### src/copy_pkg.sv
// Copy subsystem shared types
package copy_pkg;

    localparam int ADDR_W     = 16;
    localparam int DATA_W     = 32;
    localparam int LEN_W      = 8;
    localparam int STRB_W     = DATA_W / 8;
    localparam int SRAM_WORDS = 256;
    localparam int SRAM_IDX_W = $clog2(SRAM_WORDS);
    localparam int FIFO_DEPTH = 4;
    localparam int FIFO_PTR_W = $clog2(FIFO_DEPTH);
    localparam int FIFO_CNT_W = $clog2(FIFO_DEPTH + 1);

    typedef logic [ADDR_W-1:0] addr_t;
    typedef logic [DATA_W-1:0] data_t;
    typedef logic [STRB_W-1:0] strb_t;
    typedef logic [LEN_W-1:0]  len_t;
    typedef logic [1:0]        resp_t;

    // SRAM window in the byte address map
    localparam addr_t SRAM_BASE  = 16'h1000;
    localparam addr_t SRAM_BYTES = addr_t'(SRAM_WORDS * STRB_W);

    localparam resp_t RESP_OKAY   = 2'b00;
    localparam resp_t RESP_DECERR = 2'b11;

    typedef struct packed {
        addr_t src;
        addr_t dst;
        len_t  len;
    } copy_cmd_t;

    typedef struct packed {
        data_t data;
        logic  err;
    } fifo_item_t;

    // Manager to subordinate
    typedef struct packed {
        logic  aw_valid;
        addr_t aw_addr;
        logic  w_valid;
        data_t w_data;
        strb_t w_strb;
        logic  b_ready;
        logic  ar_valid;
        addr_t ar_addr;
        logic  r_ready;
    } axil_req_t;

    // Subordinate to manager
    typedef struct packed {
        logic  aw_ready;
        logic  w_ready;
        logic  b_valid;
        resp_t b_resp;
        logic  ar_ready;
        logic  r_valid;
        data_t r_data;
        resp_t r_resp;
    } axil_rsp_t;

endpackage

### src/copy_writer.sv
// Copy engine destination writer
`timescale 1ns/10ps

module copy_writer (
    input  logic                 clk,
    input  logic                 rst_n,
    input  logic                 start,
    input  copy_pkg::copy_cmd_t  cmd,
    output logic                 busy,
    output copy_pkg::axil_req_t  wr_req,
    input  copy_pkg::axil_rsp_t  wr_rsp,
    output logic                 pop,
    input  copy_pkg::fifo_item_t pop_item,
    input  logic                 empty,
    output logic                 done,
    output logic                 done_err
);

    typedef enum logic [1:0] {
        IDLE,
        SEND,
        RESP,
        FINISH
    } state_t;

    state_t          state;
    copy_pkg::addr_t dst;
    copy_pkg::len_t  remain;
    logic            err_q;
    logic            last;

    assign last     = (remain == copy_pkg::len_t'(1));
    assign busy     = (state != IDLE);
    assign done     = (state == FINISH);
    assign done_err = err_q;

    // Head item leaves the FIFO only once its write is answered
    assign pop = (state == RESP) && wr_rsp.b_valid;

    always_comb begin
        wr_req          = '0;
        wr_req.aw_valid = (state == SEND) && !empty;
        wr_req.aw_addr  = dst;
        wr_req.w_valid  = (state == SEND) && !empty;
        wr_req.w_data   = pop_item.data;
        wr_req.w_strb   = '1;
        wr_req.b_ready  = (state == RESP);
    end

    always_ff @(posedge clk or negedge rst_n) begin
        if (!rst_n) begin
            state  <= IDLE;
            dst    <= '0;
            remain <= '0;
            err_q  <= 1'b0;
        end else begin
            case (state)
                IDLE: begin
                    if (start) begin
                        dst    <= cmd.dst;
                        remain <= cmd.len;
                        err_q  <= 1'b0;
                        state  <= (cmd.len == '0) ? FINISH : SEND;
                    end
                end
                SEND: begin
                    if (wr_req.aw_valid && wr_rsp.aw_ready) begin
                        state <= RESP;
                    end
                end
                RESP: begin
                    if (wr_rsp.b_valid) begin
                        err_q  <= err_q | pop_item.err
                                  | (wr_rsp.b_resp != copy_pkg::RESP_OKAY);
                        dst    <= dst + copy_pkg::addr_t'(copy_pkg::STRB_W);
                        remain <= remain - copy_pkg::len_t'(1);
                        state  <= last ? FINISH : SEND;
                    end
                end
                FINISH: state <= IDLE;
                default: state <= IDLE;
            endcase
        end
    end

endmodule

### config.mk
export PLATFORM = sky130hd
export DESIGN_NAME = copy_writer
export DESIGN_NICKNAME = d
export VERILOG_FILES = /design/src/copy_pkg.sv /design/src/copy_writer.sv
export SDC_FILE = /design/constraint.sdc
export NUM_CORES = 1
export LEC_CHECK = 0
export BUFFER_PORTS_ARGS = -buffer_cell sky130_fd_sc_hd__buf_2
export CELL_PAD_IN_SITES_DETAIL_PLACEMENT = 1
export CELL_PAD_IN_SITES_GLOBAL_PLACEMENT = 1
export CORE_MARGIN = 2
export CORE_UTILIZATION = 26
export CTS_CLUSTER_SIZE = 12
export DETAILED_ROUTE_END_ITERATION = 10
export HOLD_SLACK_MARGIN = 0.1
export PLACE_DENSITY = 0.95
export SLEW_MARGIN = 10
export SYNTH_ARGS = -nofsm -noshare
export SYNTH_HDL_FRONTEND = slang
export SYNTH_SLANG_ARGS = --single-unit
### constraint.sdc
create_clock -name clk -period 3.5 [get_ports clk]
set_input_delay 0.525 -clock clk [delete_from_list [all_inputs] [get_ports clk]]
set_output_delay 0.525 -clock clk [all_outputs]
set_load 0.01 [all_outputs]
==> reports/metrics.cfg, run 1 <==
[power_and_ir_drop]
p_int_uw=859
switching_share_pct=47.3
p_seq_share_pct=40.4
power_mw=1.63
p_comb_share_pct=48.0
cellLeakagePower_nw=0.957
p_per_area_nw_per_um2=756
p_clk_share_pct=11.6
ir_drop_mv=0.210
p_sw_uw=770

[run]
maxCapViolations=0

[place]
dp.cells=362
place_area_um2=2110
dp_hpwl_um=4280
portBuffers=55
gp_congestion=0.793

[final_layout]
instances_no_fill=366
design_area_um2=2150
final_nets=386
drive_gt1_share_pct=27.3
diodes=0
fill_cells=960
area_growth_pct=2.07

[logic_synthesis]
synth.distinct_cells=49
async_flop_share_pct=100
synth_edf_count=0
synth_fa_ha_area_share_pct=1.78
synth.largest_area_cell=dfrtp_1
synth_area_um2=2110
synth-compound-area-share_pct=21.3
synthTopCellsByArea=dfrtp_1, buf_4, a21oi_1, o21ai_0, nor2_1
synth_top_family_by_area=buffers and inverters
ys_seq_area_share_pct=32.0
muxShareOfSynthArea_pct=1.54
synth_xor_area_share_pct=0
ys_seq_elements=27
syn-instance-count=251
ys.flop_type=dfrtp_1
yosys.area_share.simple_pct=19.0
syn_area_per_cell_um2=8.41
synth_top_cell_area_share_pct=32.0
ys_warn_count=0

[die]
initial_core_util_pct=27.0
die_area_um2=8850
boundaryPins=195
dieWidth_um=94.1
fp-row-count=32
core-area_um2=7810
die_y_um=94.1

[critical_path]
arrival_ps=1740
timing.rr.end=dst[13]$_DFFE_PN0P_
cp-end-kind=primary output
critPathKind=register to primary output
r2r_slack_ps=1530
cp_max_fo=34
worstReg2RegStart=state[1]$_DFFE_PN0P_
reg2reg_depth=4
required_ps=2970
worstSetupStartpointType=register

[sta]
finalHoldViolations=0
drv_slew=0
finalSetupViolations=0
fin_crit_sh_pct=64.7
timing.slew.headroom_pct=29.6
rsz0062_at_grt=false
max_clock_freq_ghz=0.441
fin_setup_tns_ps=0
period_minus_slack_ps=2270
worst_pin_slew_ps=1050
skew_ps=1.50

[global_route]
antenna_found_initial=0
grt_max_degree=35
overflow=0
first_global_vias=1852
grt_use_total_pct=12.8
grt_first_pass_wirelength_um=9120

[drt]
drc=0
drt-wirelength-per-cell_um=15.4
drt_wl_total_um=5650
drtAntennaViolNets=0
drtPass1Iterations=4
vias=1806
drt_iter0_drc=76
via_per_inst=4.93

[cts]
htreeDepth=1
cts_resized=0
cts_buffers=3
clkSinkCount=27
cts.reportedPaths.clkPinSlew_ps=100
cts-root-buf=clkbuf_8
cts_tree=yes
clk_path_buf_depth=2
holdBufCountCts=0
post-cts-setup-buffers=0
insertion_delay_ps=270

[worst_hold_path]
min_path_type=input pin to asynchronous set/reset pin

[status]
status=finished clean

==> layer usage <==
metal  part of all wire (%)  up-vias  track usage [%]
li1                       -      841                -
met1                     43      906             16.0
met2                     49       55             21.9
met3                    7.7        4             3.69
met4                   0.35        0             2.66
met5                      0        -                0
==> power by group through the flow <==
| stage | clock network (mW) | logic (mW) | registers (mW) |
|---|---|---|---|
| global route | 0.207 | 0.880 | 0.688 |
| floorplan | 0 | 0.593 | 0.643 |
| finish | 0.189 | 0.782 | 0.658 |
| CTS | 0.195 | 0.793 | 0.657 |
| global placement | 0 | 0.754 | 0.642 |
| detailed placement | 0 | 0.792 | 0.661 |
==> kinds of logic after synthesis <==
logic type / count (synthesis)
fa+ha+maj: 3
flops: 27
mux: 3
compound gates: 70
other cells: 2
simple gates: 74
buf+inv: 72
==> flip-flops by register name (all words and copies together) (netlist names) <==
signal and count:
state 2, remain 8, dst 16, done_err 1
==> synthesized netlist by cell type (4+ instances only) <==
library cell / number
a21oi_1: 20
inv_1: 4
nor2_1: 18
dfrtp_1: 27
nand3_1: 9
buf_2: 7
nor3_1: 6
o21ai_0: 17
buf_4: 56
o22ai_1: 5
nand2_1: 14
a2bb2oi_1: 6
and2_1: 4
==> per-stage QoR <==
step / utilization, % / setup slack, ps / hold WS, ps
6_report: 27.6 / 1230 / 276
5_1_grt: 27.6 / 1090 / 321
4_1_cts: 27.6 / 1190 / 303
3_5_place_dp: 27.0 / 1410 / 491
3_3_place_gp: 27.0 / 1450 / 472
2_1_floorplan: - / 1750 / 229
==> worst max-delay path by stage <==
stage                                    start  cells past startpoint  slack (ps)                  end
after floorplan           state[0]$_DFFE_PN0P_                      6        1750                  pop
after global placement              wr_rsp[38]                      5        1450  dst[13]$_DFFE_PN0P_
after detailed placement            wr_rsp[38]                      5        1410  dst[13]$_DFFE_PN0P_
after CTS                 state[0]$_DFFE_PN0P_                      4        1190                  pop
after global routing      state[0]$_DFFE_PN0P_                      4        1090                  pop
final                     state[0]$_DFFE_PN0P_                      4        1230                  pop
==> critical path, cell delays in order, from the launching register on <==
cell      delay [ps]
dfrtp_1          480
nand2b_1         210
inv_2            450
and2_1           200
buf_2            120
==> layout by cell type, fill, tap and decap left out, drive strengths merged, types with 2 or more instances in the layout <==
cell,Yosys,final
conb,2,22
inv,5,5
nand4b,2,2
clkbuf,2,4
a21oi,20,20
mux2,2,2
o31ai,2,2
nor4,3,3
nor3,7,7
dfrtp,27,27
a31oi,3,3
and4,2,2
a32oi,2,2
a31o,2,2
or2,2,2
nand3,9,9
o21ai,19,19
nor2,19,19
ha,3,3
buf,65,56
and3,2,2
nand4,3,3
a2bb2oi,6,6
a22oi,2,2
o22ai,8,8
and2,4,4
nand2,14,14
nand2b,3,3
==> layout make-up <==
class | count | area, um2 | area share (%)
Multi-Input combinational cell | 172 | 1000 | 46.6
Inverter | 5 | 18.8 | 0.871
Tap cell | 102 | 128 | 5.92
Timing Repair Buffer | 56 | 283 | 13.1
Clock buffer | 4 | 45.0 | 2.09
Sequential cell | 27 | 676 | 31.4
(Power assumes the default switching activity.)
==> run 2, diff against run 1 <==
Settings changed: ABC_AREA from default to 1, CORE_UTILIZATION 26 to 22, PLACE_DENSITY 0.95 to 0.89.
Clock period 3.5 ns to 2 ns, I/O delays scaled along.
==> run 2 against run 1 <==
  * Final area is 9.5% higher
  * Total power is 100% higher
  * Highest routed layer is now met5
  * Via count is 13% higher
  * Synthesized cell count is 31% higher
  * Flip-flop and latch count stayed put
==> reports/metrics.cfg, run 2 <==
[drt]
drt_iter0_drc=62  ; was 76
drt_wl_total_um=5860  ; was 5650 um
drtAntennaViolNets=0  ; unchanged
drt-wirelength-per-cell_um=12.2  ; was 15.4 um
drc=0  ; unchanged
drtPass1Iterations=4  ; unchanged
vias=2041  ; was 1,806
via_per_inst=4.24  ; was 4.93

[global_route]
grt_use_total_pct=10.9  ; was 12.8%
antenna_found_initial=1  ; was 0
grt_max_degree=28  ; was 35
overflow=0  ; unchanged
grt_first_pass_wirelength_um=9860  ; was 9120 um
first_global_vias=2063  ; was 1,852

[sta]
fin_setup_tns_ps=0  ; unchanged
drv_slew=0  ; unchanged
finalSetupViolations=0  ; unchanged
max_clock_freq_ghz=0.592
fin_crit_sh_pct=84.5
skew_ps=3.49  ; was 1.50 ps
finalHoldViolations=0  ; unchanged
rsz0062_at_grt=false  ; unchanged
worst_pin_slew_ps=650  ; was 1050 ps
period_minus_slack_ps=1690
timing.slew.headroom_pct=56.7  ; was 29.6%

[final_layout]
top_register=dst  ; unchanged
drive_gt1_share_pct=21.0  ; was 27.3%
final_common_cell=nand2_1  ; was buf_2
area_growth_pct=5.48  ; was 2.07%
final_nets=470  ; was 386
fill_cells=1289  ; was 960
largestRegisters=dst (16), remain (8), state (2)  ; unchanged
diodes=0  ; unchanged
largest_register_ffs=16  ; unchanged
final_cell_mix=nand2_1, buf_2, inv_1  ; was buf_2, dfrtp_1, conb_1

[die]
die_y_um=105  ; was 94.1 um
core-area_um2=9820  ; was 7810 um2
dieWidth_um=105  ; was 94.1 um
die_area_um2=11000  ; was 8850 um2
fp-row-count=36  ; was 32
boundaryPins=195  ; unchanged
initial_core_util_pct=22.8  ; was 27.0%

[cts]
cts_tree=yes  ; unchanged
cts-root-buf=clkbuf_8  ; unchanged
post-cts-setup-buffers=0  ; unchanged
insertion_delay_ps=270  ; about the same
clk_path_buf_depth=2  ; unchanged
cts.reportedPaths.clkPinSlew_ps=90  ; was 100 ps
cts_resized=0  ; unchanged
htreeDepth=1  ; unchanged
clkSinkCount=27  ; unchanged
cts_buffers=3  ; unchanged

[critical_path]
worstSetupStartpointType=register  ; unchanged
r2r_slack_ps=340  ; was 1530 ps
arrival_ps=1390  ; was 1740 ps
worstReg2RegStart=state[0]$_DFFE_PN0P_  ; was state[1]$_DFFE_PN0P_
cp-end-kind=primary output  ; unchanged
timing.rr.end=remain[6]$_DFFE_PN0P_  ; was dst[13]$_DFFE_PN0P_
critPathKind=register to primary output  ; unchanged
cp_max_fo=27  ; was 34
required_ps=1700  ; was 2970 ps
reg2reg_depth=6  ; was 4

[logic_synthesis]
synth_top_cell_area_share_pct=30.2  ; was 32.0%
synth.distinct_cells=28  ; was 49
synth_most_common_cell=nand2_1  ; was buf_4
synth_common_cells=nand2_1, buf_4, inv_1  ; was buf_4, dfrtp_1, a21oi_1
syn-instance-count=329  ; was 251
synth_edf_count=0  ; unchanged
synth.largest_area_cell=dfrtp_1  ; unchanged
ys_seq_area_share_pct=30.2  ; was 32.0%
async_flop_share_pct=100  ; unchanged
ys_seq_elements=27  ; unchanged
synth_area_um2=2240  ; was 2110 um2
ys.flop_type=dfrtp_1  ; unchanged
ys_warn_count=0  ; unchanged
syn_area_per_cell_um2=6.80  ; was 8.41 um2
synthTopCellsByArea=dfrtp_1, buf_4, nand2_1, inv_1, nor2_1  ; was dfrtp_1, buf_4, a21oi_1, o21ai_0, nor2_1

[worst_hold_path]
min_to=dst[1]$_DFFE_PN0P_
whs_path_depth=3
hold_start=cmd[9]
min_path_type=input pin to register  ; was input pin to asynchronous set/reset pin

[power_and_ir_drop]
power_mw=3.33  ; was 1.63 mW
cellLeakagePower_nw=1.23  ; was 0.957 nW
p_per_area_nw_per_um2=1410  ; was 756 nW/um2
ir_drop_mv=0.622  ; was 0.210 mV

[place]
dp_hpwl_um=4650  ; was 4280 um
portBuffers=55  ; unchanged
gp_congestion=0.840  ; was 0.793

[run]
maxCapViolations=0  ; unchanged

[status]
status=finished clean  ; unchanged

==> run 2: changes by cell type in the layout (fill, tap and decap cells not counted), moves of 3 or more <==
cell	before	now
nand2_1	14	84
o21ai_1	2	13
o22ai_2	3	0
nor3_1	6	1
a2bb2oi_1	6	0
nor2_1	18	27
nand2_2	0	3
nand2b_1	3	0
a21oi_1	20	13
o22ai_1	5	2
inv_1	4	33
and2_1	4	0
nand4_1	3	7
nand3_1	9	19
==> run 2: routing by layer <==
layer,vias to the layer above,track usage [%],routed length (um)
met4,2,1.71,12
met2,59,19.6,3010
li1,1001,-,-
met1,973,13.0,2460
met3,6,3.06,368
met5,-,0,13
==> run 2: worst max-delay path by stage <==
stage	slack, ps	startpoint	cells after the start	to
floorplan	640	dst[3]$_DFFE_PN0P_	6	dst[8]$_DFFE_PN0P_
global placement	340	state[0]$_DFFE_PN0P_	6	remain[7]$_DFFE_PN0P_
detailed placement	310	state[0]$_DFFE_PN0P_	6	remain[6]$_DFFE_PN0P_
CTS	290	state[1]$_DFFE_PN0P_	4	wr_req[18]
global route	100	state[0]$_DFFE_PN0P_	6	dst[12]$_DFFE_PN0P_
finish	310	state[0]$_DFFE_PN0P_	3	wr_req[18]
==> run 2: power by group <==
group / internal [mW] / total, mW / switching, mW
Combinational: 0.685 / 1.87 / 1.19
Clock: 0.143 / 0.318 / 0.175
Sequential: 0.817 / 1.14 / 0.322
Total: 1.64 / 3.33 / 1.68
==> run 2: through the flow <==
| stage | worst slack, ps | utilization [%] | instance area (um2) | instances | hold WS, ps |
|---|---|---|---|---|---|
| after floorplan | 644 | - | 2310 | 349 | 4.41 |
| after global placement | 338 | 23.5 | 2300 | 476 | 368 |
| after detailed placement | 312 | 23.5 | 2300 | 476 | 374 |
| after CTS | 289 | 24.0 | 2360 | 481 | 207 |
| after global routing | 100 | 24.0 | 2360 | 481 | 230 |
| final | 310 | 24.0 | 2360 | 481 | 218 |
==> run 2: final cells by class <==
| class | count | area (um2) | area share, % |
|---|---|---|---|
| Timing Repair Buffer | 59 | 320 | 13.6 |
| Clock buffer | 4 | 45.0 | 1.91 |
| Tap cell | 133 | 166 | 7.05 |
| Sequential cell | 27 | 676 | 28.6 |
| Inverter | 35 | 134 | 5.67 |
| Multi-Input combinational cell | 223 | 1020 | 43.2 |
==> run 2: timing repair <==
action | in CTS | in global routing
endpoints found under the hold margin | 27 | 0
endpoints found under the setup margin | 0 | 0
hold buffers | 1 | 0
==> run 2: worst max-delay path: stages (launching register included) <==
cell,delay (ps)
dfrtp_1,460
nor2_4,160
buf_4,300
buf_2,190
==> run 2: kinds of logic (layout without fill, tap and decap cells) <==
group / Yosys count / in the layout / synth area share [%]
and+or+nand+nor: 147 / 147 / 27.8
buffers and inverters: 99 / 98 / 27.6
AOI/OAI and AO/OA: 50 / 50 / 12.0
DFF: 27 / 27 / 30.2
adders and majority gates: 3 / 3 / 1.68
other: 2 / 22 / 0.336
xor gates and xnor gates: 1 / 1 / 0.392
==> run 3, diff against run 2 <==
Settings changed: ABC_AREA 1 to 0, CORE_UTILIZATION 22 to 24, PLACE_DENSITY 0.89 to 0.91.
Clock period 2 ns to 1.6 ns, I/O delays scaled along.
==> run 3 against run 2 <==
  * Clock power grew 29%
  * Flip-flop and latch count is the same
  * Critical path type unchanged
  * Sequential share of layout area is essentially flat
  * Non-clock buffer count grew 17
  * Via count shrank 7.6%
  * First-iteration DRC count grew 31%
  * Final cell count shrank 19%
  * Final area grew 0.32%
==> reports/metrics.cfg, run 3 (synthesized netlist as in run 1, its figures left out) <==
[sta]
max_clock_freq_ghz=0.655
fin_crit_sh_pct=95.4
finalHoldViolations=0  ; unchanged
whs_ps=198  ; was 218 ps
drv_slew=0  ; unchanged
timing.slew.headroom_pct=57.4  ; was 56.7%
period_minus_slack_ps=1530
finalSetupViolations=0  ; unchanged
worst_pin_slew_ps=639  ; was 650 ps
skew_ps=6.48  ; was 3.49 ps

[critical_path]
reg2reg_depth=4  ; was 6
cp-end-kind=primary output  ; unchanged
worstReg2RegStart=dst[6]$_DFFE_PN0P_  ; was state[0]$_DFFE_PN0P_
critPathKind=register to primary output  ; unchanged
crit_slowest_cell=dfrtp_2  ; was dfrtp_1
worstSetupStartpointType=register  ; unchanged
critical_path.top_delay_family=flip-flops  ; was buffers and inverters
critPathBufInv=2  ; unchanged
timing.rr.end=dst[7]$_DFFE_PN0P_  ; was remain[6]$_DFFE_PN0P_
cp_max_fo=6  ; was 27
cp_slowest_stage_delay_ps=450  ; was 460 ps
r2r_slack_ps=120  ; was 340 ps
crit_chain=buf_6, or2_2, buf_2  ; was nor2_4, buf_4, buf_2
required_ps=1360  ; was 1700 ps
arrival_ps=1290  ; was 1390 ps

[drt]
drt_iter0_drc=81  ; was 62
drt_wl_total_um=5800  ; was 5860 um
drtAntennaViolNets=0  ; unchanged
drc=0  ; unchanged
drt-wirelength-per-cell_um=14.8  ; was 12.2 um
via_per_inst=4.81  ; was 4.24
drtPass1Iterations=4  ; unchanged
vias=1885  ; was 2,041

[global_route]
grt_max_degree=28  ; unchanged
antenna_found_initial=0  ; was 1
overflow=0  ; unchanged
grt_use_total_pct=12.0  ; was 10.9%
first_global_vias=1909  ; was 2,063
grt_first_pass_wirelength_um=9450  ; was 9860 um

[final_layout]
final_cell_mix=buf_2, dfrtp_1, conb_1  ; was nand2_1, buf_2, inv_1
final_common_cell=buf_2  ; was nand2_1
area_growth_pct=12.2  ; was 5.48%
diodes=0  ; unchanged
largestRegisters=dst (16), remain (8), state (2)  ; unchanged
largest_register_ffs=16  ; unchanged
top_register=dst  ; unchanged
final_nets=406  ; was 470
drive_gt1_share_pct=34.5  ; was 21.0%

[place]
gp_congestion=0.831  ; was 0.840
dp_hpwl_um=4520  ; was 4650 um
portBuffers=55  ; unchanged

[worst_hold_path]
whs_path_depth=2  ; was 3
min_path_type=input pin to register  ; unchanged
min_to=dst[0]$_DFFE_PN0P_  ; was dst[1]$_DFFE_PN0P_
hold_start=cmd[8]  ; was cmd[9]

[status]
status=finished clean  ; unchanged

[cts]
cts_tree=yes  ; unchanged
htreeDepth=1  ; unchanged
cts_buffers=3  ; unchanged
clk_path_buf_depth=2  ; unchanged
cts-root-buf=clkbuf_8  ; unchanged
cts.reportedPaths.clkPinSlew_ps=100  ; was 90 ps
insertion_delay_ps=280  ; was 270 ps
clkSinkCount=27  ; unchanged

[power_and_ir_drop]
power_mw=3.89  ; was 3.33 mW
p_per_area_nw_per_um2=1640  ; was 1410 nW/um2
switching_share_pct=45.2  ; was 50.6%
cellLeakagePower_nw=1.07  ; was 1.23 nW
p_seq_share_pct=34.7  ; was 34.2%
ir_drop_mv=0.610  ; was 0.622 mV
p_int_mw=2.13  ; was 1.64 mW
p_comb_share_pct=54.7  ; was 56.2%
p_sw_mw=1.76  ; was 1.68 mW
p_clk_share_pct=10.6  ; was 9.5%

[die]
fp-row-count=34  ; was 36
die_y_um=97.8  ; was 105 um
initial_core_util_pct=24.4  ; was 22.8%
core-area_um2=8640  ; was 9820 um2
dieWidth_um=97.8  ; was 105 um
die_area_um2=9560  ; was 11,000 um2
boundaryPins=195  ; unchanged

[run]
maxCapViolations=0  ; unchanged

run 3: final cells by class:
cell class | count | area [um2]
multi-input combinational | 172 | 1030
tap | 108 | 135
sequential | 27 | 677
fill | 1052 | 6270
timing repair buffer | 76 | 455
inverter | 5 | 21.3
clock buffer | 4 | 45.0
run 3: worst max-delay path by stage:
stage | from | endpoint | cells past startpoint
final | state[1]$_DFFE_PN0P_ | busy | 3
after global routing | state[1]$_DFFE_PN0P_ | pop | 5
after CTS | state[0]$_DFFE_PN0P_ | pop | 5
after detailed placement | dst[3]$_DFFE_PN0P_ | dst[12]$_DFFE_PN0P_ | 5
after global placement | dst[2]$_DFFE_PN0P_ | dst[10]$_DFFE_PN0P_ | 5
after floorplan | state[0]$_DFFE_PN0P_ | dst[13]$_DFFE_PN0P_ | 6
run 3: power groups by stage:
stage	logic (mW)	registers, mW	clock network (mW)
final	2.13	1.35	0.411
after floorplan	1.30	1.41	0
after detailed placement	2.04	1.35	0
after global placement	1.96	1.32	0
after CTS	2.07	1.34	0.424
after global routing	2.38	1.41	0.453
run 3: routing by layer:
metal	track usage (%)	part of all wire, %	vias up
li1	-	-	880
met1	15.1	44	936
met2	21.0	50	61
met3	2.36	5.5	8
met4	3.10	1.0	0
met5	0	0	-
run 3: metrics by stage:
step / cells / area, um2 / worst slack, ps / utilization, % / TNS [ps]
final: 392 / 2370 / 73.0 / 27.4 / 0
after global routing: 392 / 2370 / -1.25 / 27.4 / -1.90
after CTS: 388 / 2310 / 29.0 / 26.7 / 0
after detailed placement: 382 / 2230 / 62.8 / 25.9 / 0
after global placement: 382 / 2230 / 105 / 25.9 / 0
after floorplan: 271 / 2190 / 121 / - / 0
run 3: worst reg2reg max path: cells and delay by family (launching register included):
kind,cells,cell delay [ps]
flops,1,410
simple gates,2,720
compound gates,2,230
run 3: repair_timing:
action	in CTS	in global routing
pin swaps	0	1
endpoints found under the setup margin	2	10
hold endpoints to repair	27	0
buffers inserted	1	4
gates resized for setup	3	9
hold buffers	1	0
